File: config.mk
export PLATFORM = sky130hd
export DESIGN_NAME = fetch_unit
export DESIGN_NICKNAME = d
export VERILOG_FILES = /design/src/hw/cpu_pkg.sv /design/src/hw/fetch_unit.sv
export VERILOG_INCLUDE_DIRS = /design/src /design/src/hw
export SDC_FILE = /design/constraint.sdc
export NUM_CORES = 1
export LEC_CHECK = 0
export ABC_CLOCK_PERIOD_IN_PS = 1840
export BUFFER_PORTS_ARGS = -buffer_cell sky130_fd_sc_hd__buf_2
export CORE_AREA = 2 2 113 115
export DETAILED_ROUTE_END_ITERATION = 16
export DIE_AREA = 0 0 115 117
export PLACE_DENSITY_LB_ADDON = 0.15
export SLEW_MARGIN = 20
export SYNTH_ARGS = -nofsm -noshare
export SYNTH_HDL_FRONTEND = slang
export SYNTH_SLANG_ARGS = --single-unit
File: constraint.sdc
create_clock -name inst_selfdefine -period 1.84 [get_ports inst_selfdefine]
set_input_delay 0.184 -clock inst_selfdefine [delete_from_list [all_inputs] [get_ports inst_selfdefine]]
set_output_delay 0.184 -clock inst_selfdefine [all_outputs]
set_load 0.02 [all_outputs]
File: src/hw/cpu_macros.svh
`ifndef CPU_MACROS_SVH
`define CPU_MACROS_SVH

// datapath widths
`define XLEN        64
`define INST_W      32
`define ADDR_W      64
`define REG_IDX_W   5

`define PC_START    64'h0

// major opcodes
`define OP_IMM      7'b0010011
`define OP_REG      7'b0110011
`define OP_LUI      7'b0110111
`define OP_JAL      7'b1101111
`define OP_BRANCH   7'b1100011
`define OP_LOAD     7'b0000011
`define OP_STORE    7'b0100011

// funct3 / funct7 values
`define F3_ADD      3'b000
`define F3_XOR      3'b100
`define F3_OR       3'b110
`define F3_AND      3'b111
`define F3_BEQ      3'b000
`define F3_BNE      3'b001
`define F3_WORD     3'b010
`define F3_DOUBLE   3'b011
`define F7_SUB      7'b0100000

// bus size codes
`define SIZE_WORD   2'd2
`define SIZE_DOUBLE 2'd3

`endif

File: src/hw/cpu_pkg.sv
`default_nettype none

`include "cpu_macros.svh"

package cpu_pkg;

    typedef logic [`XLEN-1:0]      xlen_t;
    typedef logic [`ADDR_W-1:0]    addr_t;
    typedef logic [`INST_W-1:0]    inst_t;
    typedef logic [`REG_IDX_W-1:0] reg_idx_t;

    // bus access size code
    typedef logic [1:0] size_t;

    typedef enum logic [2:0] {
        ALU_ADD,
        ALU_SUB,
        ALU_AND,
        ALU_OR,
        ALU_XOR,
        // lui result is the immediate itself
        ALU_PASS_B
    } alu_op_t;

    typedef enum logic {
        FETCH,
        EXEC
    } fetch_state_t;

endpackage

`default_nettype wire

File: src/hw/fetch_unit.sv
`timescale 1ns/1ps
`default_nettype none

`include "cpu_macros.svh"

module fetch_unit (
    input  wire                  inst_selfdefine,
    input  wire                  reset,
    input  wire                  f_done,
    input  wire cpu_pkg::xlen_t  f_rdata,
    input  wire cpu_pkg::addr_t  next_pc,
    input  wire                  mem_op,
    input  wire                  lsu_done,
    output logic                 f_req,
    output cpu_pkg::addr_t       f_addr,
    output cpu_pkg::addr_t       pc,
    output cpu_pkg::inst_t       inst,
    output logic                 retire
);

    cpu_pkg::fetch_state_t state;

    assign f_req  = (state == cpu_pkg::FETCH);
    assign f_addr = pc;

    // memory ops wait for the lsu, everything else retires at once
    assign retire = (state == cpu_pkg::EXEC) && (!mem_op || lsu_done);

    always_ff @(posedge inst_selfdefine) begin
        if (reset) begin
            state <= cpu_pkg::FETCH;
            pc    <= `PC_START;
            inst  <= '0;
        end else begin
            case (state)
                cpu_pkg::FETCH: begin
                    if (f_done) begin
                        inst  <= f_rdata[`INST_W-1:0];
                        state <= cpu_pkg::EXEC;
                    end
                end
                cpu_pkg::EXEC: begin
                    if (retire) begin
                        pc    <= next_pc;
                        // zero word decodes as nothing while fetching
                        inst  <= '0;
                        state <= cpu_pkg::FETCH;
                    end
                end
                default: state <= cpu_pkg::FETCH;
            endcase
        end
    end

endmodule

`default_nettype wire

==> run summary <==
Status = finished clean
Skew final = 0.00555 ns
Syn Inst Count = 435
Switch share = 27.1%
CTS tree = yes
Initial core utilization = 34.6%
Count of buffers from port buffering = 262
Vias in the first global route = 3197
Final Non-Filler Cells = 765
Die W = 115 um
Commonest non-fill, non-tap cells in the layout = buf_2 (262), dfxtp_1 (96), nand3_1 (64), a21bo_1 (64), a21oi_1 (64)
Logic pwr share = 17.0%
# H-tree levels = 3
Largest family of logic cells by synthesized area = compound AO/OA/AOI/OAI gates
Mux cell area share after synthesis = 0%
Int Power = 3890 uW
Detailed-route via count = 3678
Worst-path cell chain = clkbuf_8 > and2_1 > buf_2
Synth Area in Compound Gates = 29.6%
Worst Tran Pin Value = 0.696 ns
Initial DRC count = 207
GRT Total Usage = 15.3%
Hold Slack = 0.0498 ns
Final max-slew violation count = 0
Final hold violation count = 0
Leakage Power = 0.00279 uW
Core area = 12300 um2
Arr. time, crit path = 1.52 ns
Sequential share of the synthesized area = 45.6%
Buf+Inv Stages, Crit Path = 2
Drt total wl = 10900 um
Crit path launch type = register
Peak VDD IR = 0.000357 V
#FFs+latches synth = 97
Fmax = 588 MHz
Worst Path Max Fanout = 71
Final Cycle Share = 92.4%
Syn avg cell area = 9.79 um2
Rows = 41
Antenna Nets Post-Route = 0
Max_cap viols = 0
Postcts setup bufs = 0
Post-DP HPWL = 7520 um
Worst path slowest cell = clkbuf_8
Hold Crit Class = in2reg
Post-Synth XOR/XNOR Area = 0%
Switching Power = 1450 uW
RSZ-0062 raised after global routing = no
Initial antenna violation count = 0
Delay-heaviest family, CP = buffers and inverters
Drt wl/cell = 14.2 um
Synth Area in Adders = 0%
Clock power frac = 40.0%
Pwr/cell area = 966 nW/um2
YS warnings = 0
Post-place setup slack = 0.294 ns
Inst Count DP = 749
Grt total ovfl = 0
N_diodes = 0
DRC = 0
First-pass DRT Iterations = 4
Setup CP Type = reg2out
# clock sinks = 97
Max-slew headroom = 53.6%
Num CTS Buffers = 9
Worst setup EP type = output pin
Post-Syn Area = 4260 um2
Vias per inst = 4.81
CP max stage delay = 0.39 ns
Share of cells above drive strength 1 = 47.5%
Commonest non-fill, non-tap cell in the layout = buf_2
Final RePlAce weighted congestion = 0.675
Synth Net Count = 568
Worst-path clk slew = 0.07 ns
Total Nets Final = 743
IO Pins = 295
Die height = 117 um
Minimum clock period = 1.70 ns
Die footprint = 13500 um2
Later-pin clock latency in the skew report = 0.34 ns
Count of cell types in the netlist = 18
Largest net degree at the start of global routing = 130
Setup ws final = 0.140 ns
P&R area growth vs syn = 29.7%
Reg power frac = 42.9%
CP required = 1.66 ns
First-pass GRT wire length = 16300 um
# setup viols final = 0
Fin Setup TNS = 0 ns
Deepest clock path buffer count = 2
Root Driver = clkbuf_16
Simple-gate share of the synthesized area = 8.63%
## power groups by stage
| stage | logic [uW] | clock network, uW | registers (uW) |
|---|---|---|---|
| after floorplan | 532 | 0 | 2470 |
| after global placement | 903 | 0 | 2340 |
| after detailed placement | 915 | 0 | 2340 |
| after CTS | 918 | 2210 | 2290 |
| after global routing | 989 | 2290 | 2310 |
| final | 909 | 2140 | 2290 |
## worst paths after layout
kind               startpoint       end  depth (start not counted)  slack, ns
setup / recovery        state    retire                          3       0.14
hold / removal    f_rdata[26]  inst[26]                          2       0.05
setup reg to reg        state  inst[12]                          4       0.32
hold reg to reg       inst[4]   inst[4]                          1       0.47
## cell families after synthesis
family                 Yosys count
buffers and inverters          107
flip-flops                      97
AO/OA/AOI/OAI                  161
AND/OR/NAND/NOR                 70
## cell usage after synthesis
| library cell | number | share of area [%] |
|---|---|---|
| dfxtp_1 | 97 | 46 |
| buf_4 | 65 | 11 |
| a21bo_1 | 64 | 15 |
| a21oi_1 | 64 | 7.5 |
| nand3_1 | 64 | 7.5 |
| a22o_1 | 32 | 6.6 |
| clkbuf_1 | 26 | 2.3 |
| buf_2 | 10 | 1.2 |
| buf_6 | 4 | 1.1 |
| and2_1 | 1 | 0.15 |
| buf_1 | 1 | 0.088 |
| inv_2 | 1 | 0.088 |
| nand2b_2 | 1 | 0.21 |
| nor2_1 | 1 | 0.088 |
| nor3_1 | 1 | 0.12 |
| nor3b_2 | 1 | 0.29 |
| o31ai_4 | 1 | 0.50 |
| or3_4 | 1 | 0.26 |
## per-stage QoR
stage / power (uW) / util (%) / instance area, um2
2_1_floorplan: 3000 / - / 4260
3_3_place_gp: 3240 / 41.9 / 5150
3_5_place_dp: 3250 / 42.0 / 5170
4_1_cts: 5420 / 44.9 / 5520
5_1_grt: 5580 / 44.9 / 5530
6_report: 5340 / 44.9 / 5530
## area by class of cell
class / instances / area (um2)
timing repair buffer: 270 / 1400
multi-input combinational: 231 / 1640
clock inverter: 5 / 85.1
fill: 1237 / 6790
tap: 150 / 188
inverter: 1 / 3.75
clock buffer: 11 / 264
sequential: 97 / 1950
## registers in the layout, indices dropped and copies added (netlist names)
| name | count |
|---|---|
| f_addr | 64 |
| inst | 32 |
| state | 1 |
## layer usage
| layer | global-route usage [%] | vias up | share of wire [%] |
|---|---|---|---|
| met5 | 0 | - | 0 |
| met3 | 4.12 | 13 | 7.9 |
| li1 | - | 1827 | - |
| met4 | 7.47 | 0 | 1.8 |
| met2 | 24.3 | 150 | 46 |
| met1 | 19.4 | 1688 | 44 |
## repair_timing
item / in CTS / in global routing
setup endpoints to repair: 1 / 1
resized for setup: 1 / 1
hold buffers: 0 / 0
No activity file was read; power rests on OpenSTA's default activity.
