===== src/hw/cpu_macros.svh =====
`ifndef CPU_MACROS_SVH
`define CPU_MACROS_SVH

// datapath widths
`define XLEN        64
`define INST_W      32
`define ADDR_W      64
`define REG_IDX_W   5

`define PC_START    64'h0

// major opcodes
`define OP_IMM      7'b0010011
`define OP_REG      7'b0110011
`define OP_LUI      7'b0110111
`define OP_JAL      7'b1101111
`define OP_BRANCH   7'b1100011
`define OP_LOAD     7'b0000011
`define OP_STORE    7'b0100011

// funct3 / funct7 values
`define F3_ADD      3'b000
`define F3_XOR      3'b100
`define F3_OR       3'b110
`define F3_AND      3'b111
`define F3_BEQ      3'b000
`define F3_BNE      3'b001
`define F3_WORD     3'b010
`define F3_DOUBLE   3'b011
`define F7_SUB      7'b0100000

// bus size codes
`define SIZE_WORD   2'd2
`define SIZE_DOUBLE 2'd3

`endif


===== src/hw/cpu_pkg.sv =====
`default_nettype none

`include "cpu_macros.svh"

package cpu_pkg;

    typedef logic [`XLEN-1:0]      xlen_t;
    typedef logic [`ADDR_W-1:0]    addr_t;
    typedef logic [`INST_W-1:0]    inst_t;
    typedef logic [`REG_IDX_W-1:0] reg_idx_t;

    // bus access size code
    typedef logic [1:0] size_t;

    typedef enum logic [2:0] {
        ALU_ADD,
        ALU_SUB,
        ALU_AND,
        ALU_OR,
        ALU_XOR,
        // lui result is the immediate itself
        ALU_PASS_B
    } alu_op_t;

    typedef enum logic {
        FETCH,
        EXEC
    } fetch_state_t;

endpackage

`default_nettype wire


===== src/hw/decoder.sv =====
`timescale 1ns/1ps
`default_nettype none

`include "cpu_macros.svh"

module decoder (
    input  wire cpu_pkg::inst_t  inst,
    output cpu_pkg::reg_idx_t    rs1_idx,
    output cpu_pkg::reg_idx_t    rs2_idx,
    output cpu_pkg::reg_idx_t    rd_idx,
    output logic                 rd_en,
    output cpu_pkg::xlen_t       imm,
    output cpu_pkg::alu_op_t     alu_op,
    output logic                 alu_src_imm,
    output logic                 is_jal,
    output logic                 is_branch,
    output logic                 branch_ne,
    output logic                 mem_op,
    output logic                 mem_write,
    output cpu_pkg::size_t       mem_size
);

    logic [6:0]     opcode;
    logic [2:0]     funct3;
    logic [6:0]     funct7;
    logic           has_rd;
    cpu_pkg::xlen_t imm_i;
    cpu_pkg::xlen_t imm_s;
    cpu_pkg::xlen_t imm_b;
    cpu_pkg::xlen_t imm_u;
    cpu_pkg::xlen_t imm_j;

    assign opcode  = inst[6:0];
    assign funct3  = inst[14:12];
    assign funct7  = inst[31:25];
    assign rs1_idx = inst[19:15];
    assign rs2_idx = inst[24:20];
    assign rd_idx  = inst[11:7];

    assign imm_i = {{52{inst[31]}}, inst[31:20]};
    assign imm_s = {{52{inst[31]}}, inst[31:25], inst[11:7]};
    assign imm_b = {{51{inst[31]}}, inst[31], inst[7], inst[30:25], inst[11:8], 1'b0};
    assign imm_u = {{32{inst[31]}}, inst[31:12], 12'b0};
    assign imm_j = {{43{inst[31]}}, inst[31], inst[19:12], inst[20], inst[30:21], 1'b0};

    // x0 never gets written
    assign rd_en = has_rd && (rd_idx != '0);

    always_comb begin
        has_rd      = 1'b0;
        imm         = imm_i;
        alu_op      = cpu_pkg::ALU_ADD;
        alu_src_imm = 1'b0;
        is_jal      = 1'b0;
        is_branch   = 1'b0;
        branch_ne   = 1'b0;
        mem_op      = 1'b0;
        mem_write   = 1'b0;
        mem_size    = `SIZE_DOUBLE;
        case (opcode)
            `OP_IMM, `OP_REG: begin
                alu_src_imm = (opcode == `OP_IMM);
                has_rd      = 1'b1;
                case (funct3)
                    `F3_ADD: begin
                        if (opcode == `OP_REG && funct7 == `F7_SUB) begin
                            alu_op = cpu_pkg::ALU_SUB;
                        end
                    end
                    `F3_XOR: alu_op = cpu_pkg::ALU_XOR;
                    `F3_OR:  alu_op = cpu_pkg::ALU_OR;
                    `F3_AND: alu_op = cpu_pkg::ALU_AND;
                    // shifts and slt are not supported
                    default: has_rd = 1'b0;
                endcase
            end
            `OP_LUI: begin
                imm         = imm_u;
                alu_op      = cpu_pkg::ALU_PASS_B;
                alu_src_imm = 1'b1;
                has_rd      = 1'b1;
            end
            `OP_JAL: begin
                imm    = imm_j;
                is_jal = 1'b1;
                has_rd = 1'b1;
            end
            `OP_BRANCH: begin
                imm       = imm_b;
                is_branch = (funct3 == `F3_BEQ) || (funct3 == `F3_BNE);
                branch_ne = (funct3 == `F3_BNE);
            end
            `OP_LOAD, `OP_STORE: begin
                imm         = (opcode == `OP_STORE) ? imm_s : imm_i;
                alu_src_imm = 1'b1;
                mem_size    = (funct3 == `F3_WORD) ? `SIZE_WORD : `SIZE_DOUBLE;
                // only lw/ld/sw/sd
                if (funct3 == `F3_WORD || funct3 == `F3_DOUBLE) begin
                    mem_op    = 1'b1;
                    mem_write = (opcode == `OP_STORE);
                    has_rd    = (opcode == `OP_LOAD);
                end
            end
            default: ;
        endcase
    end

endmodule

`default_nettype wire


===== config.mk =====
export PLATFORM = sky130hd
export DESIGN_NAME = decoder
export DESIGN_NICKNAME = d
export VERILOG_FILES = /design/src/hw/cpu_pkg.sv /design/src/hw/decoder.sv
export VERILOG_INCLUDE_DIRS = /design/src /design/src/hw
export SDC_FILE = /design/constraint.sdc
export NUM_CORES = 1
export LEC_CHECK = 0
export ABC_CLOCK_PERIOD_IN_PS = 1400
export BUFFER_PORTS_ARGS = -buffer_cell sky130_fd_sc_hd__buf_4
export CAP_MARGIN = 20
export CORE_MARGIN = 2
export CORE_UTILIZATION = 34
export DETAILED_ROUTE_END_ITERATION = 10
export PLACE_DENSITY = 0.95
export SYNTH_ARGS = -nofsm -noshare
export SYNTH_HDL_FRONTEND = slang
export SYNTH_SLANG_ARGS = --single-unit

===== constraint.sdc =====
create_clock -name vclk -period 1.4
set_input_delay 0.07 -clock vclk [all_inputs]
set_output_delay 0.07 -clock vclk [all_outputs]
set_load 0.005 [all_outputs]

==> flow_summary.ini <==
[status]
outcome = completed

[cts]
hold_buffers = 0
postCtsSetupBuffers = 0
cts-resized-gates = 0

[synth]
syn_area_um2 = 970
synth.most_common_cell = buf_4
yosysTopAreaCellShare_pct = 38.7
postSynthCellCount = 139
syn_nets = 171
post-synth-top-area-cell = buf_4
yosys_warnings = 0
syn_area_per_cell_um2 = 6.98
synth_common_cells = 50 x buf_4, 19 x a21o_1, 10 x nor2b_1, 8 x nand2_1, 6 x nor2_1
synthDistinctLibCells = 35
synthTopCellsByArea = buf_4 39%, a21o_1 15%, nor2b_1 6.5%, a22o_1 3.6%, nand2_1 3.1%
ys_seq_area_share_pct = 0

[die]
die_h_um = 57.4
num_rows = 19
fp.dieW_um = 57.4
start_util_pct = 35.5
ios = 123
die-area_mm2 = 0.00330
coreArea_mm2 = 0.00273

[worst_setup_path]
end_kind = primary output
crit_buf_inv = 3
critical_path_peak_fanout = 11
crit_chain = buf_4 -> or3b_4 -> nor2_4 -> nor2b_1 -> buf_4 -> a21o_1 -> buf_4
crit_type = input port to primary output
cpPeakStageDelay_ns = 0.44
cp_data_arrival_time_ns = 1.28
cp_common_cell = buf_4
crit_family = simple AND/OR/NAND/NOR gates
critPathLaunchType = input port
cp_slowest_cell = or3b_4
crit_required_ns = 1.33

[detailed_routing]
wirelength_um = 3130
antenna_left = 0
drcViolationCount = 0
vias = 1182
vias_per_cell = 4.79
firstDrtPassIters = 4
avgRoutedWirePerCell_um = 12.7
first_iter_violations = 38

[sta]
setup_slack_ns = 0.0546
fmax_ghz = 0.743
rsz0062_at_grt = no
finalHoldViolCount = 0
finalSetupTns_ns = 0
fin_crit_ns = 1.35
slew_violations = 0
finalSetupViolCount = 0
final.period_utilization_pct = 96.1

[layout]
ff_latch_area_um2 = 0
clkbuf_count = 0
diodes = 0
seq_cell_count = 0
final_nets = 250
drive_gt1_share_pct = 63.0
area_delta_synth_final_pct = 64.8
final_util_pct = 58.4

[pwr]
switchingPower_uw = 171
internal_power_uw = 261
combinationalPowerShare_pct = 100.0
ir_drop_uv = 190
p_total_uw = 432
seqPwrFrac_pct = 0
sw_frac_of_total_pct = 39.6
clkPwrFrac_pct = 0
p_leak_nw = 0.940
p_per_area_mw_per_mm2 = 270

[global_routing]
grt_pass1_wl_um = 4690
grt_util_all_layers_pct = 16.9
grt_max_degree = 38
grt_antenna_before_repair = 0
grt_pass1_vias = 1100
grt.overflow.total = 0

[place]
pre_cts_ws_ns = 0.0206
gp_congestion = 0.826
port_buffers = 122
dpl.hpwl_um = 2660

[worst_hold_path]
min_from = inst[19]
min_path_cells = 2
hold_end = rs1_idx[4]
hold_class = input port to primary output

[flow_run]
maxCapViolations = 0
## layer usage
layer  track usage, %  up-vias  part of all wire (%)
met3             1.81        6                   9.3
met4             2.99        0                   1.3
met2             32.0       74                    51
met5                0        -                     0
met1             20.5      513                    39
li1                 -      589                     -
## power groups by stage
stage / Clock, mW / Combinational [mW] / Sequential [mW]
floorplan: 0 / 0.223 / 0
CTS: 0 / 0.435 / 0
global route: 0 / 0.469 / 0
global placement: 0 / 0.428 / 0
detailed placement: 0 / 0.433 / 0
finish: 0 / 0.432 / 0
## area by class of cell
cell class	count	area [um2]
tap	31	38.8
timing repair buffer	131	987
fill	263	1140
inverter	3	11.3
multi-input combinational	82	561
## how the worst max path moves through the flow
stage                     cells after the start   endpoint  slack, ns     from
after CTS                                     7  alu_op[2]       0.02  inst[3]
final                                         7    imm[22]       0.05  inst[3]
after floorplan                               5    imm[12]       0.23  inst[3]
after detailed placement                      7  alu_op[2]       0.02  inst[3]
after global routing                          7  alu_op[0]       0.01  inst[3]
after global placement                        7  alu_op[2]       0.04  inst[3]
## cells by family (layout without fill, tap and decap cells)
group | Yosys count | in the layout | share of synthesized area (%)
other | 1 | 1 | 0.387
buffers and inverters | 57 | 134 | 43.2
AOI/OAI and AO/OA | 38 | 38 | 29.8
and+or+nand+nor | 43 | 43 | 26.6
## layout by cell type (no fill, tap or decap), types with 2 or more instances in the layout
master and n:
buf_4 130, nand2_1 8, and2_1 2, a21o_1 19, nand4_1 2, inv_1 3
nor2b_1 9, a22o_1 4, nor4b_1 2, nor2_1 6, a221o_1 2, or4_1 2
o21ai_0 5
## metrics by stage
stage	area [um2]	hold slack (ns)	instances
after detailed placement	1580	0.317	247
after CTS	1580	0.317	247
after global routing	1600	0.322	247
after floorplan	970	0.202	139
final	1600	0.317	247
after global placement	1580	0.316	247
(Power assumes the default switching activity.)
