$ cat src/hw/cpu_macros.svh
`ifndef CPU_MACROS_SVH
`define CPU_MACROS_SVH

// datapath widths
`define XLEN        64
`define INST_W      32
`define ADDR_W      64
`define REG_IDX_W   5

`define PC_START    64'h0

// major opcodes
`define OP_IMM      7'b0010011
`define OP_REG      7'b0110011
`define OP_LUI      7'b0110111
`define OP_JAL      7'b1101111
`define OP_BRANCH   7'b1100011
`define OP_LOAD     7'b0000011
`define OP_STORE    7'b0100011

// funct3 / funct7 values
`define F3_ADD      3'b000
`define F3_XOR      3'b100
`define F3_OR       3'b110
`define F3_AND      3'b111
`define F3_BEQ      3'b000
`define F3_BNE      3'b001
`define F3_WORD     3'b010
`define F3_DOUBLE   3'b011
`define F7_SUB      7'b0100000

// bus size codes
`define SIZE_WORD   2'd2
`define SIZE_DOUBLE 2'd3

`endif

$ cat src/hw/cpu_pkg.sv
`default_nettype none

`include "cpu_macros.svh"

package cpu_pkg;

    typedef logic [`XLEN-1:0]      xlen_t;
    typedef logic [`ADDR_W-1:0]    addr_t;
    typedef logic [`INST_W-1:0]    inst_t;
    typedef logic [`REG_IDX_W-1:0] reg_idx_t;

    // bus access size code
    typedef logic [1:0] size_t;

    typedef enum logic [2:0] {
        ALU_ADD,
        ALU_SUB,
        ALU_AND,
        ALU_OR,
        ALU_XOR,
        // lui result is the immediate itself
        ALU_PASS_B
    } alu_op_t;

    typedef enum logic {
        FETCH,
        EXEC
    } fetch_state_t;

endpackage

`default_nettype wire

$ cat src/hw/lsu.sv
`timescale 1ns/1ps
`default_nettype none

`include "cpu_macros.svh"

module lsu (
    input  wire                  inst_selfdefine,
    input  wire                  reset,
    input  wire                  mem_op,
    input  wire                  mem_write,
    input  wire cpu_pkg::size_t  mem_size,
    input  wire cpu_pkg::xlen_t  alu_res,
    input  wire cpu_pkg::xlen_t  rs2_data,
    input  wire                  d_done,
    input  wire cpu_pkg::xlen_t  d_rdata,
    output logic                 d_req,
    output logic                 d_write,
    output cpu_pkg::addr_t       d_addr,
    output cpu_pkg::size_t       d_size,
    output cpu_pkg::xlen_t       d_wdata,
    output logic                 lsu_done,
    output cpu_pkg::xlen_t       load_data
);

    // request accepted and not yet answered
    logic busy;

    always_ff @(posedge inst_selfdefine) begin
        if (reset) begin
            busy <= 1'b0;
        end else if (d_done) begin
            busy <= 1'b0;
        end else if (d_req) begin
            busy <= 1'b1;
        end
    end

    // dropped in the retire cycle so no second access starts
    assign d_req    = mem_op && !d_done;
    assign lsu_done = d_done && busy;

    assign d_write  = mem_write;
    assign d_addr   = alu_res;
    assign d_size   = mem_size;
    assign d_wdata  = rs2_data;

    // lw sign-extends the low word
    assign load_data = (mem_size == `SIZE_WORD) ?
                       {{32{d_rdata[31]}}, d_rdata[31:0]} : d_rdata;

endmodule

`default_nettype wire

$ cat config.mk
export PLATFORM = sky130hd
export DESIGN_NAME = lsu
export DESIGN_NICKNAME = d
export VERILOG_FILES = /design/src/hw/cpu_pkg.sv /design/src/hw/lsu.sv
export VERILOG_INCLUDE_DIRS = /design/src /design/src/hw
export SDC_FILE = /design/constraint.sdc
export NUM_CORES = 1
export LEC_CHECK = 0
export ABC_AREA = 1
export BUFFER_PORTS_ARGS = -buffer_cell sky130_fd_sc_hd__buf_2
export CAP_MARGIN = 20
export CORE_AREA = 10 10 145 147
export CTS_BUF_LIST = sky130_fd_sc_hd__clkbuf_2
export DETAILED_ROUTE_END_ITERATION = 10
export DIE_AREA = 0 0 155 157
export GPL_TIMING_DRIVEN = 0
export MAX_ROUTING_LAYER = met4
export PLACE_DENSITY = 0.51
export SETUP_SLACK_MARGIN = 0.02
export SLEW_MARGIN = 0
export SYNTH_ARGS = -nofsm -noshare
export SYNTH_HDL_FRONTEND = slang
export SYNTH_SLANG_ARGS = --single-unit
$ cat constraint.sdc
create_clock -name inst_selfdefine -period 1.27 [get_ports inst_selfdefine]
set_input_delay 0.0635 -clock inst_selfdefine [delete_from_list [all_inputs] [get_ports inst_selfdefine]]
set_output_delay 0.0635 -clock inst_selfdefine [all_outputs]
set_load 0.01 [all_outputs]
==> impl_metrics.sql <==
INSERT INTO impl_metrics (metric_group, metric, value, unit) VALUES
('setup_path', 'critical_path_class', 'primary input to primary output', ''),
('setup_path', 'ff2ff_setup_slack', '0.72', 'ns'),
('place', 'post-dp-hpwl', '10000', 'µm'),
('setup_path', 'cp.required', '1.21', 'ns'),
('drt', 'via_count', '2105', ''),
('place', 'gp_congestion', '0.775', ''),
('final_layout', 'num-fill-cells', '2128', ''),
('logic_synthesis', 'synth.yosys.seq_area_share', '0.0128', ''),
('final_layout', 'layout.nets', '680', ''),
('logic_synthesis', 'synth_ff_type', 'sky130_fd_sc_hd__dfxtp_1', ''),
('logic_synthesis', 'synth.largest_area_cell', 'sky130_fd_sc_hd__buf_4', ''),
('logic_synthesis', 'synth.cells.most_frequent', 'sky130_fd_sc_hd__buf_4, sky130_fd_sc_hd__nand2_1, sky130_fd_sc_hd__buf_2, sky130_fd_sc_hd__inv_1, sky130_fd_sc_hd__nor2_1', ''),
('global_routing', 'total_global_routing_track_utilization', '0.0726', ''),
('setup_path', 'rr_endpoint', 'busy', ''),
('setup_path', 'crit_buf_inv', '4', ''),
('final_layout', 'antennaDiodeCount', '0', ''),
('worst_hold_path', 'startpoint_of_the_most_critical_hold_path', 'reset', ''),
('worst_hold_path', 'hold_path_class', 'primary input to flip-flop', ''),
('die', 'ioPinCount', '396', ''),
('timing', 'slew-limit-headroom', '0.789', ''),
('logic_synthesis', 'syn-mean-instance-area', '6.40', 'µm²'),
('drt', 'ant_nets', '0', ''),
('logic_synthesis', 'synth.area.mux_share', '0', ''),
('logic_synthesis', 'leading_cell_types_by_total_area_after_synthesis', 'sky130_fd_sc_hd__buf_4, sky130_fd_sc_hd__nand2_1, sky130_fd_sc_hd__dfxtp_1', ''),
('logic_synthesis', 'yosys.cell_count.top_type', 'sky130_fd_sc_hd__buf_4', ''),
('setup_path', 'worstPathCellList', 'buf_2, inv_1, nand2_1, buf_4, nand2_1, nand2_1, buf_2', ''),
('die', 'initial_utilization', '0.0853', ''),
('logic_synthesis', 'synth_cells', '244', ''),
('flow_run', 'cap_viol_max_count', '0', ''),
('power', 'power_density', '385', 'nW/µm²'),
('final_layout', 'post_route_cells_drive_above_1_share', '0.848', ''),
('logic_synthesis', 'post_synth_and_or_nand_nor_area_fraction', '0.173', ''),
('logic_synthesis', 'synth_fp_nets', '443', ''),
('drt', 'route.detailed.vias_per_inst', '2.95', ''),
('logic_synthesis', 'mappedNetlistArea', '1560', 'µm²'),
('logic_synthesis', 'synthesized_area_fraction_occupied_by_adder_cells', '0', ''),
('global_routing', 'grt_start_max_net_pins', '11', ''),
('logic_synthesis', 'synth_area_in_compound_gates', '0', ''),
('global_routing', 'overflow', '0', ''),
('global_routing', 'via_count_of_the_first_global_routing_pass', '2367', ''),
('final_layout', 'regMostFlops', 'busy', ''),
('power', 'vdd_ir_drop_max', '0.156', 'mV'),
('timing', 'rsz0062_at_grt', 'no', ''),
('setup_path', 'worst_r2r_path_depth', '2', ''),
('timing', 'clock-skew-final', '0', 'ns'),
('worst_hold_path', 'hold_end', 'busy', ''),
('timing', 'setup_total_negative_slack', '0', 'ns'),
('setup_path', 'slowest_delay', '0.27', 'ns'),
('timing', 'report.final.setup_viol', '0', ''),
('setup_path', 'critPathArrivalTime', '1.02', 'ns'),
('global_routing', 'initial_antenna_violation_count', '0', ''),
('final_layout', 'area.growth.synth_to_final', '94.3', '%'),
('timing', 'timing_hold_violations_final', '0', ''),
('final_layout', 'area_of_the_multi_input_gates', '275', 'µm²'),
('setup_path', 'worst-path-max-fanout', '10', ''),
('logic_synthesis', 'number_of_flops_mapped_to_enable_cells_by_yosys', '0', ''),
('drt', 'drt_pre_antenna_iters', '4', ''),
('logic_synthesis', 'synth_top_family_by_area', 'buffers and inverters', ''),
('drt', 'route.detailed.wl_per_inst', '14.9', 'µm'),
('logic_synthesis', 'synth_top_area_share', '0.797', ''),
('worst_hold_path', 'holdPathStages', '3', ''),
('logic_synthesis', 'synth_seq_cells', '1', ''),
('final_layout', 'largest_register_ff_count', '1', ''),
('die', 'floorplan.die.height', '157', 'µm'),
('cts', 'clk-insertion-delay-late', '0', 'ns'),
('drt', 'drc', '0', ''),
('logic_synthesis', 'ys_warn_count', '0', ''),
('run_status', 'run_status', 'finished clean', ''),
('setup_path', 'endpoint_kind', 'primary output', ''),
('timing', 'report.final.slew_viol_count', '0', ''),
('setup_path', 'cpMaxStageDelayCell', 'sky130_fd_sc_hd__buf_4', '');
cell families after synthesis:
family                 Yosys count
buffers and inverters          172
DFF                              1
and+or+nand+nor                 71
metrics by stage:
step	total power, mW	instances	cell area [µm²]	util	worst slack, ns
after global placement	1.19	713	3030	0.165	0.0189
final	1.17	713	3040	0.166	0.188
after floorplan	0.703	244	1560	-	0.692
after detailed placement	1.19	713	3030	0.165	0.0324
after global routing	1.27	713	3040	0.166	0.0790
after CTS	1.20	713	3030	0.165	0.0244
area by class of cell:
type	count	area share
Sequential cell	1	0.00659
Inverter	3	0.00371
Timing Repair Buffer	235	0.387
Buffer	169	0.415
Multi-Input combinational cell	71	0.0906
Tap cell	234	0.0964
layer usage:
| layer | routed length (µm) | track usage |
|---|---|---|
| met5 | 0 | - |
| met4 | 0 | 0 |
| met3 | 1350 | 0.0259 |
| met2 | 5620 | 0.135 |
| met1 | 3670 | 0.0764 |
power breakdown:
part | leakage, nW | total, mW | internal [mW] | switching (mW)
registers | 0.00823 | 0.0343 | 0.0336 | 0.000676
logic | 2.01 | 1.13 | 0.626 | 0.508
clock network | 0 | 0 | 0 | 0
total | 2.02 | 1.17 | 0.660 | 0.509
repair_timing:
| action | 4_1_cts | 5_1_grt |
|---|---|---|
| endpoints found under the setup margin | 0 | 1 |
| gates resized for setup | 0 | 1 |
| buffers inserted | 0 | 0 |
| hold buffers | 0 | 0 |
| hold endpoints to repair | 0 | 0 |
worst max-delay path by stage:
stage	end	slack (ns)	cells past startpoint
floorplan	load_data[32]	0.69	4
global placement	load_data[58]	0.02	6
detailed placement	load_data[58]	0.03	6
CTS	load_data[58]	0.02	6
global route	load_data[58]	0.08	7
finish	load_data[58]	0.19	7
cell usage in the layout, fill, tap and decap left out:
cell type,Yosys,routed
sky130_fd_sc_hd__nand2_1,66,66
sky130_fd_sc_hd__nor2_1,3,3
sky130_fd_sc_hd__or2_2,1,1
sky130_fd_sc_hd__dfxtp_1,1,1
sky130_fd_sc_hd__buf_2,3,238
sky130_fd_sc_hd__nand3_2,0,1
sky130_fd_sc_hd__inv_1,3,3
sky130_fd_sc_hd__buf_4,166,166
worst register-to-register path, stage by stage (launching register included):
cell and delay, ns:
sky130_fd_sc_hd__dfxtp_1 0.29, sky130_fd_sc_hd__nor2_1 0.10, sky130_fd_sc_hd__nor2_1 0.05
No activity file was read; power rests on OpenSTA's default activity.
