File: src/hw/cpu_macros.svh
`ifndef CPU_MACROS_SVH
`define CPU_MACROS_SVH

// datapath widths
`define XLEN        64
`define INST_W      32
`define ADDR_W      64
`define REG_IDX_W   5

`define PC_START    64'h0

// major opcodes
`define OP_IMM      7'b0010011
`define OP_REG      7'b0110011
`define OP_LUI      7'b0110111
`define OP_JAL      7'b1101111
`define OP_BRANCH   7'b1100011
`define OP_LOAD     7'b0000011
`define OP_STORE    7'b0100011

// funct3 / funct7 values
`define F3_ADD      3'b000
`define F3_XOR      3'b100
`define F3_OR       3'b110
`define F3_AND      3'b111
`define F3_BEQ      3'b000
`define F3_BNE      3'b001
`define F3_WORD     3'b010
`define F3_DOUBLE   3'b011
`define F7_SUB      7'b0100000

// bus size codes
`define SIZE_WORD   2'd2
`define SIZE_DOUBLE 2'd3

`endif

File: src/hw/cpu_pkg.sv
`default_nettype none

`include "cpu_macros.svh"

package cpu_pkg;

    typedef logic [`XLEN-1:0]      xlen_t;
    typedef logic [`ADDR_W-1:0]    addr_t;
    typedef logic [`INST_W-1:0]    inst_t;
    typedef logic [`REG_IDX_W-1:0] reg_idx_t;

    // bus access size code
    typedef logic [1:0] size_t;

    typedef enum logic [2:0] {
        ALU_ADD,
        ALU_SUB,
        ALU_AND,
        ALU_OR,
        ALU_XOR,
        // lui result is the immediate itself
        ALU_PASS_B
    } alu_op_t;

    typedef enum logic {
        FETCH,
        EXEC
    } fetch_state_t;

endpackage

`default_nettype wire

File: src/hw/execute_unit.sv
`timescale 1ns/1ps
`default_nettype none

module execute_unit (
    input  wire cpu_pkg::addr_t    pc,
    input  wire cpu_pkg::xlen_t    rs1_data,
    input  wire cpu_pkg::xlen_t    rs2_data,
    input  wire cpu_pkg::xlen_t    imm,
    input  wire cpu_pkg::alu_op_t  alu_op,
    input  wire                    alu_src_imm,
    input  wire                    is_jal,
    input  wire                    is_branch,
    input  wire                    branch_ne,
    input  wire                    mem_op,
    input  wire cpu_pkg::xlen_t    load_data,
    output cpu_pkg::xlen_t         alu_res,
    output cpu_pkg::addr_t         next_pc,
    output cpu_pkg::xlen_t         rd_data
);

    cpu_pkg::xlen_t op_b;
    cpu_pkg::addr_t pc_plus4;
    logic           taken;

    assign op_b     = alu_src_imm ? imm : rs2_data;
    assign pc_plus4 = pc + 64'd4;

    always_comb begin
        case (alu_op)
            cpu_pkg::ALU_SUB:    alu_res = rs1_data - op_b;
            cpu_pkg::ALU_AND:    alu_res = rs1_data & op_b;
            cpu_pkg::ALU_OR:     alu_res = rs1_data | op_b;
            cpu_pkg::ALU_XOR:    alu_res = rs1_data ^ op_b;
            cpu_pkg::ALU_PASS_B: alu_res = op_b;
            default:             alu_res = rs1_data + op_b;
        endcase
    end

    // beq on equal, bne on not equal
    assign taken   = is_branch && ((rs1_data == rs2_data) ^ branch_ne);
    assign next_pc = (taken || is_jal) ? pc + imm : pc_plus4;

    assign rd_data = is_jal ? pc_plus4 : (mem_op ? load_data : alu_res);

endmodule

`default_nettype wire

File: config.mk
export PLATFORM = sky130hd
export DESIGN_NAME = execute_unit
export DESIGN_NICKNAME = d
export VERILOG_FILES = /design/src/hw/cpu_pkg.sv /design/src/hw/execute_unit.sv
export VERILOG_INCLUDE_DIRS = /design/src /design/src/hw
export SDC_FILE = /design/constraint.sdc
export NUM_CORES = 1
export LEC_CHECK = 0
export ABC_AREA = 1
export BUFFER_PORTS_ARGS = -buffer_cell sky130_fd_sc_hd__buf_2
export CAP_MARGIN = 20
export CELL_PAD_IN_SITES_DETAIL_PLACEMENT = 1
export CELL_PAD_IN_SITES_GLOBAL_PLACEMENT = 1
export CORE_MARGIN = 2
export CORE_UTILIZATION = 37
export DETAILED_ROUTE_END_ITERATION = 7
export PLACE_DENSITY_LB_ADDON = 0.1
export SETUP_SLACK_MARGIN = 0.15
export SLEW_MARGIN = 20
export SYNTH_ARGS = -nofsm -noshare
export SYNTH_HDL_FRONTEND = slang
export SYNTH_SLANG_ARGS = --single-unit
export TNS_END_PERCENT = 50
File: constraint.sdc
create_clock -name vclk -period 4.35
set_clock_uncertainty 0.2 [all_clocks]
set_input_delay 0.2175 -clock vclk [all_inputs]
set_output_delay 0.2175 -clock vclk [all_outputs]
set_load 0.01 [all_outputs]
==> impl_metrics.csv, run 1 <==
group,metric,value,unit
run_status,status,"aborted with a tool error",
logic_synthesis,yosysUniqueCellTypes,57,
sta,grt-worst-endpoint,"rd_data[59]",
global_route,antenna_found_initial,48,
floorplan,start_util,0.374,
run_status,error,"[ERROR GRT-0232] Routing congestion too high. Check the congestion heatmap in the GUI.",
logic_synthesis,ys_warn_count,0,
logic_synthesis,synthesis.area,20600,µm²
place,dp_hpwl,118,mm
floorplan,io_pins,520,
global_route,grt_max_degree,62,
logic_synthesis,syn_area_per_cell,5.26,µm²
logic_synthesis,post-synth-top-area-cell,"nand2_1",
floorplan,die_y,240,µm
logic_synthesis,synth.mux.area_fraction,0,
floorplan,die_w,240,µm
logic_synthesis,synth_fp_nets,4499,
floorplan,rows,86,
place,globalplace.congestion,1.07,
logic_synthesis,synth_top_area_frac,0.222,
sta,timing.worst_endpoint.kind,"top-level output",
logic_synthesis,synthTopCellsByCount,"1217 x nand2_1, 534 x inv_1, 455 x nor2_1",
logic_synthesis,synth_compound_area_frac,0.185,
place,io_buffers,520,
logic_synthesis,yosysMostFrequentCell,"nand2_1",
logic_synthesis,synth.yosys.seq_area_share,0,
logic_synthesis,synthAdderAreaFrac,0.158,
clock_network,postCtsHoldBufs,0,
logic_synthesis,yosys.area_share.simple,0.430,
run_status,last-stage-reached,"global routing",
logic_synthesis,synth_xor_area_frac,0.105,
global_route,grt_usage,0.848,
logic_synthesis,synth_top_family_by_area,"simple AND/OR/NAND/NOR gates",
logic_synthesis,netlist_top_cells_area,"nand2_1 22%, ha_1 16%, inv_1 9.7%",
global_route,grt_overflow,301,
place,placed_cells,5602,
logic_synthesis,syn_inst,3913,
==> logic make-up after synthesis <==
logic type | count (synthesis)
and+or+nand+nor | 2106
adders and majority gates | 258
buffers and inverters | 645
AOI/OAI and AO/OA | 658
xor gates and xnor gates | 246
==> routing by layer <==
metal  GRT usage  overflow
met5       0.681         6
met3       0.750        41
met1       0.858        35
met2       0.967       129
met4       0.760        90
==> stage by stage <==
step	instance area [µm²]	setup WS, ps	hold WS [ps]	TNS, ps	util
floorplan	20600	319	325	0	-
CTS	29500	-189	578	-3910	0.537
global placement	27700	-721	580	-22490	0.503
detailed placement	27700	-672	576	-32760	0.503
==> what timing repair did <==
action | in CTS
pin swaps | 121
gates cloned | 3
setup buffers | 42
setup endpoints to repair | 102
gates resized for setup | 441
==> inputs of run 2 (changes only) <==
Settings changed: CELL_PAD_IN_SITES_DETAIL_PLACEMENT 1 to not set, CELL_PAD_IN_SITES_GLOBAL_PLACEMENT 1 to not set, CORE_UTILIZATION 37 to 31, PLACE_DENSITY_LB_ADDON 0.1 to 0.15, SETUP_SLACK_MARGIN 0.15 to not set.
==> impl_metrics.csv, run 2 <==
group,metric,value,unit
run_status,status,"finished, violations left",
run_status,violations,"setup timing",
sta,rsz0062_at_grt,"yes",
cells_and_area,syn_to_final_growth,55.5,%
hold_path,worstHoldStart,"load_data[8]",
floorplan,rows,94,
logic_synthesis,synth_xor_area_frac,0.105,
power_and_ir_drop,power_frac_seq,0,
logic_synthesis,synth_top_family_by_area,"simple AND/OR/NAND/NOR gates",
place,dp_hpwl,113,mm
power_and_ir_drop,peakVddDrop,95.8,µV
floorplan,die_y,262,µm
floorplan,io_pins,520,
hold_path,hold_depth,4,
routing,drc_errors,0,
place,io_buffers,520,
routing,final_antenna_net_count,0,
worst_setup_path,path_max_fanout,4,
logic_synthesis,yosysMostFrequentCell,"nand2_1",
cells_and_area,seq_cells,0,
place,placed_cells,5789,
routing,via_count,30700,
global_route,grt_pass1_wl,185,mm
sta,fin_crit_sh,1.04,
cells_and_area,layout_commonest_cell,"nand2_1",
power_and_ir_drop,totalPowerFinal,0.00579,W
global_route,grt_max_degree,89,
sta,hold_ws,583,ps
global_route,antenna_found_initial,7,
logic_synthesis,synthAdderAreaFrac,0.158,
place,globalplace.congestion,1.04,
power_and_ir_drop,p_sw,0.00352,W
hold_path,hold-path-endpoint,"rd_data[8]",
hold_path,hp-class,"in2out",
global_route,grt_usage,0.362,
logic_synthesis,synth.mux.area_fraction,0,
cells_and_area,n_fill_cell,7186,
cells_and_area,fin_nets,5579,
power_and_ir_drop,p_leak,16.8,nW
sta,setup_ws,-172,ps
logic_synthesis,synth.yosys.seq_area_share,0,
logic_synthesis,synth_top_area_frac,0.222,
cells_and_area,layout_common_cells,"1011 x nand2_1, 602 x buf_4, 512 x buf_2",
sta,max_freq,221,MHz
routing,drt-pass1-iter-count,6,
logic_synthesis,netlist_top_cells_area,"nand2_1 22%, ha_1 16%, inv_1 9.7%",
worst_setup_path,crit_type,"in2out",
logic_synthesis,synthTopCellsByCount,"1217 x nand2_1, 534 x inv_1, 455 x nor2_1",
logic_synthesis,syn_inst,3913,
routing,wl_per_cell,22.2,µm
sta,slew_violations,0,
power_and_ir_drop,power_density,181,nW/µm²
floorplan,start_util,0.313,
cells_and_area,stdcell_count,5860,
routing,drt_iter0_markers,2749,
logic_synthesis,ys_warn_count,0,
logic_synthesis,yosys.area_share.simple,0.430,
logic_synthesis,synth_fp_nets,4499,
cells_and_area,clkbuf_count,0,
sta,finalCriticalPeriod,4520,ps
sta,finalHoldViolations,0,
clock_network,postCtsHoldBufs,0,
power_and_ir_drop,clock_power_share,0,
sta,relSlewSlack,0.446,
global_route,grt_overflow,0,
power_and_ir_drop,p_sw_frac,0.608,
floorplan,die_w,262,µm
sta,setup_viol,45,
logic_synthesis,yosysUniqueCellTypes,57,
job,max-cap-violations,0,
cells_and_area,drive_above_1_share,0.382,
cells_and_area,register_area,0,µm²
logic_synthesis,syn_area_per_cell,5.26,µm²
cells_and_area,fin_util,0.486,
logic_synthesis,synthesis.area,20600,µm²
logic_synthesis,synth_compound_area_frac,0.185,
worst_setup_path,required,3930,ps
routing,totalWireLength,130,mm
floorplan,core,65700,µm²
logic_synthesis,post-synth-top-area-cell,"nand2_1",
worst_setup_path,cp-start-kind,"primary input",
sta,worstMarginPinSlew,831,ps
floorplan,die_area,68400,µm²
routing,vias_per_cell,5.23,
power_and_ir_drop,pwr-share-comb,1.000,
global_route,grt_pass1_vias,29200,
worst_setup_path,end_kind,"primary output",
worst_setup_path,arrival,4100,ps
worst_setup_path,crit_path_start,"alu_src_imm",
power_and_ir_drop,p_int,0.00227,W
==> run 2: cell type report <==
class / count / area (µm²) / area share
antenna: 5 / 12.5 / 0.000391
inverter: 553 / 2090 / 0.0653
multi-input combinational: 3268 / 21000 / 0.656
tap: 864 / 1080 / 0.0338
timing repair buffer: 1170 / 7830 / 0.245
==> run 2: how the worst max path moves through the flow <==
stage                        to  slack, ps
finish              rd_data[24]       -170
global placement    alu_res[42]       -780
floorplan           rd_data[59]        320
global route        rd_data[57]       -350
detailed placement  alu_res[42]       -790
CTS                 rd_data[55]        -80
==> run 2: power by group through the flow <==
stage | Combinational (W) | Sequential [W] | Clock (W)
floorplan | 0.00234 | 0 | 0
global placement | 0.00490 | 0 | 0
detailed placement | 0.00489 | 0 | 0
CTS | 0.00531 | 0 | 0
global route | 0.00616 | 0 | 0.0000000000925
finish | 0.00579 | 0 | 0.000000000155
==> run 2: per-stage QoR <==
| step | area [µm²] | setup TNS, ps | setup WS (ps) |
|---|---|---|---|
| finish | 32000 | -2450 | -172 |
| detailed placement | 28300 | -34330 | -786 |
| CTS | 30300 | -1100 | -77.7 |
| floorplan | 20600 | 0 | 319 |
| global route | 32000 | -14400 | -353 |
| global placement | 28300 | -33660 | -778 |
==> run 2: kinds of logic (layout without fill, tap and decap cells) <==
group / count (synthesis) / count (layout)
simple gates: 2106 / 2106
compound gates: 658 / 658
buf+inv: 645 / 1723
fa+ha+maj: 258 / 258
xor+xnor: 246 / 246
other cells: 0 / 5
==> run 2: critical path, cell delays in order <==
cell and delay, ps:
buf_12 120, buf_4 140, nand2_1 90, nand2_2 100, nor2_4 130, nand2_4 80, nor2_4 160, nand2_2 100
nor2_4 130, nand2_2 90, nand2_1 90, buf_4 120, xor2_1 220, ha_1 280, nand2_2 120, nor2_1 190
nand2_1 120, nor2_1 150, nand2_1 110, nand3_4 150, buf_4 130, xor2_1 270, nand2_1 160, nand2_2 150
nor2_1 110, o22ai_1 170, buf_2 160
==> run 2: repair_timing <==
item | CTS | global route
setup endpoints to repair | 96 | 101
resized for setup | 490 | 366
setup buffers | 43 | 28
pin swaps | 151 | 134
==> run 2: layer usage <==
layer  up-vias  global-route usage  share of wire
li1      14800                   -              -
met3       201              0.0453          0.076
met5         -                   0        0.00026
met4         6               0.103          0.036
met1     14400               0.499           0.44
met2      1222               0.588           0.45
No activity file was read; power rests on OpenSTA's default activity.
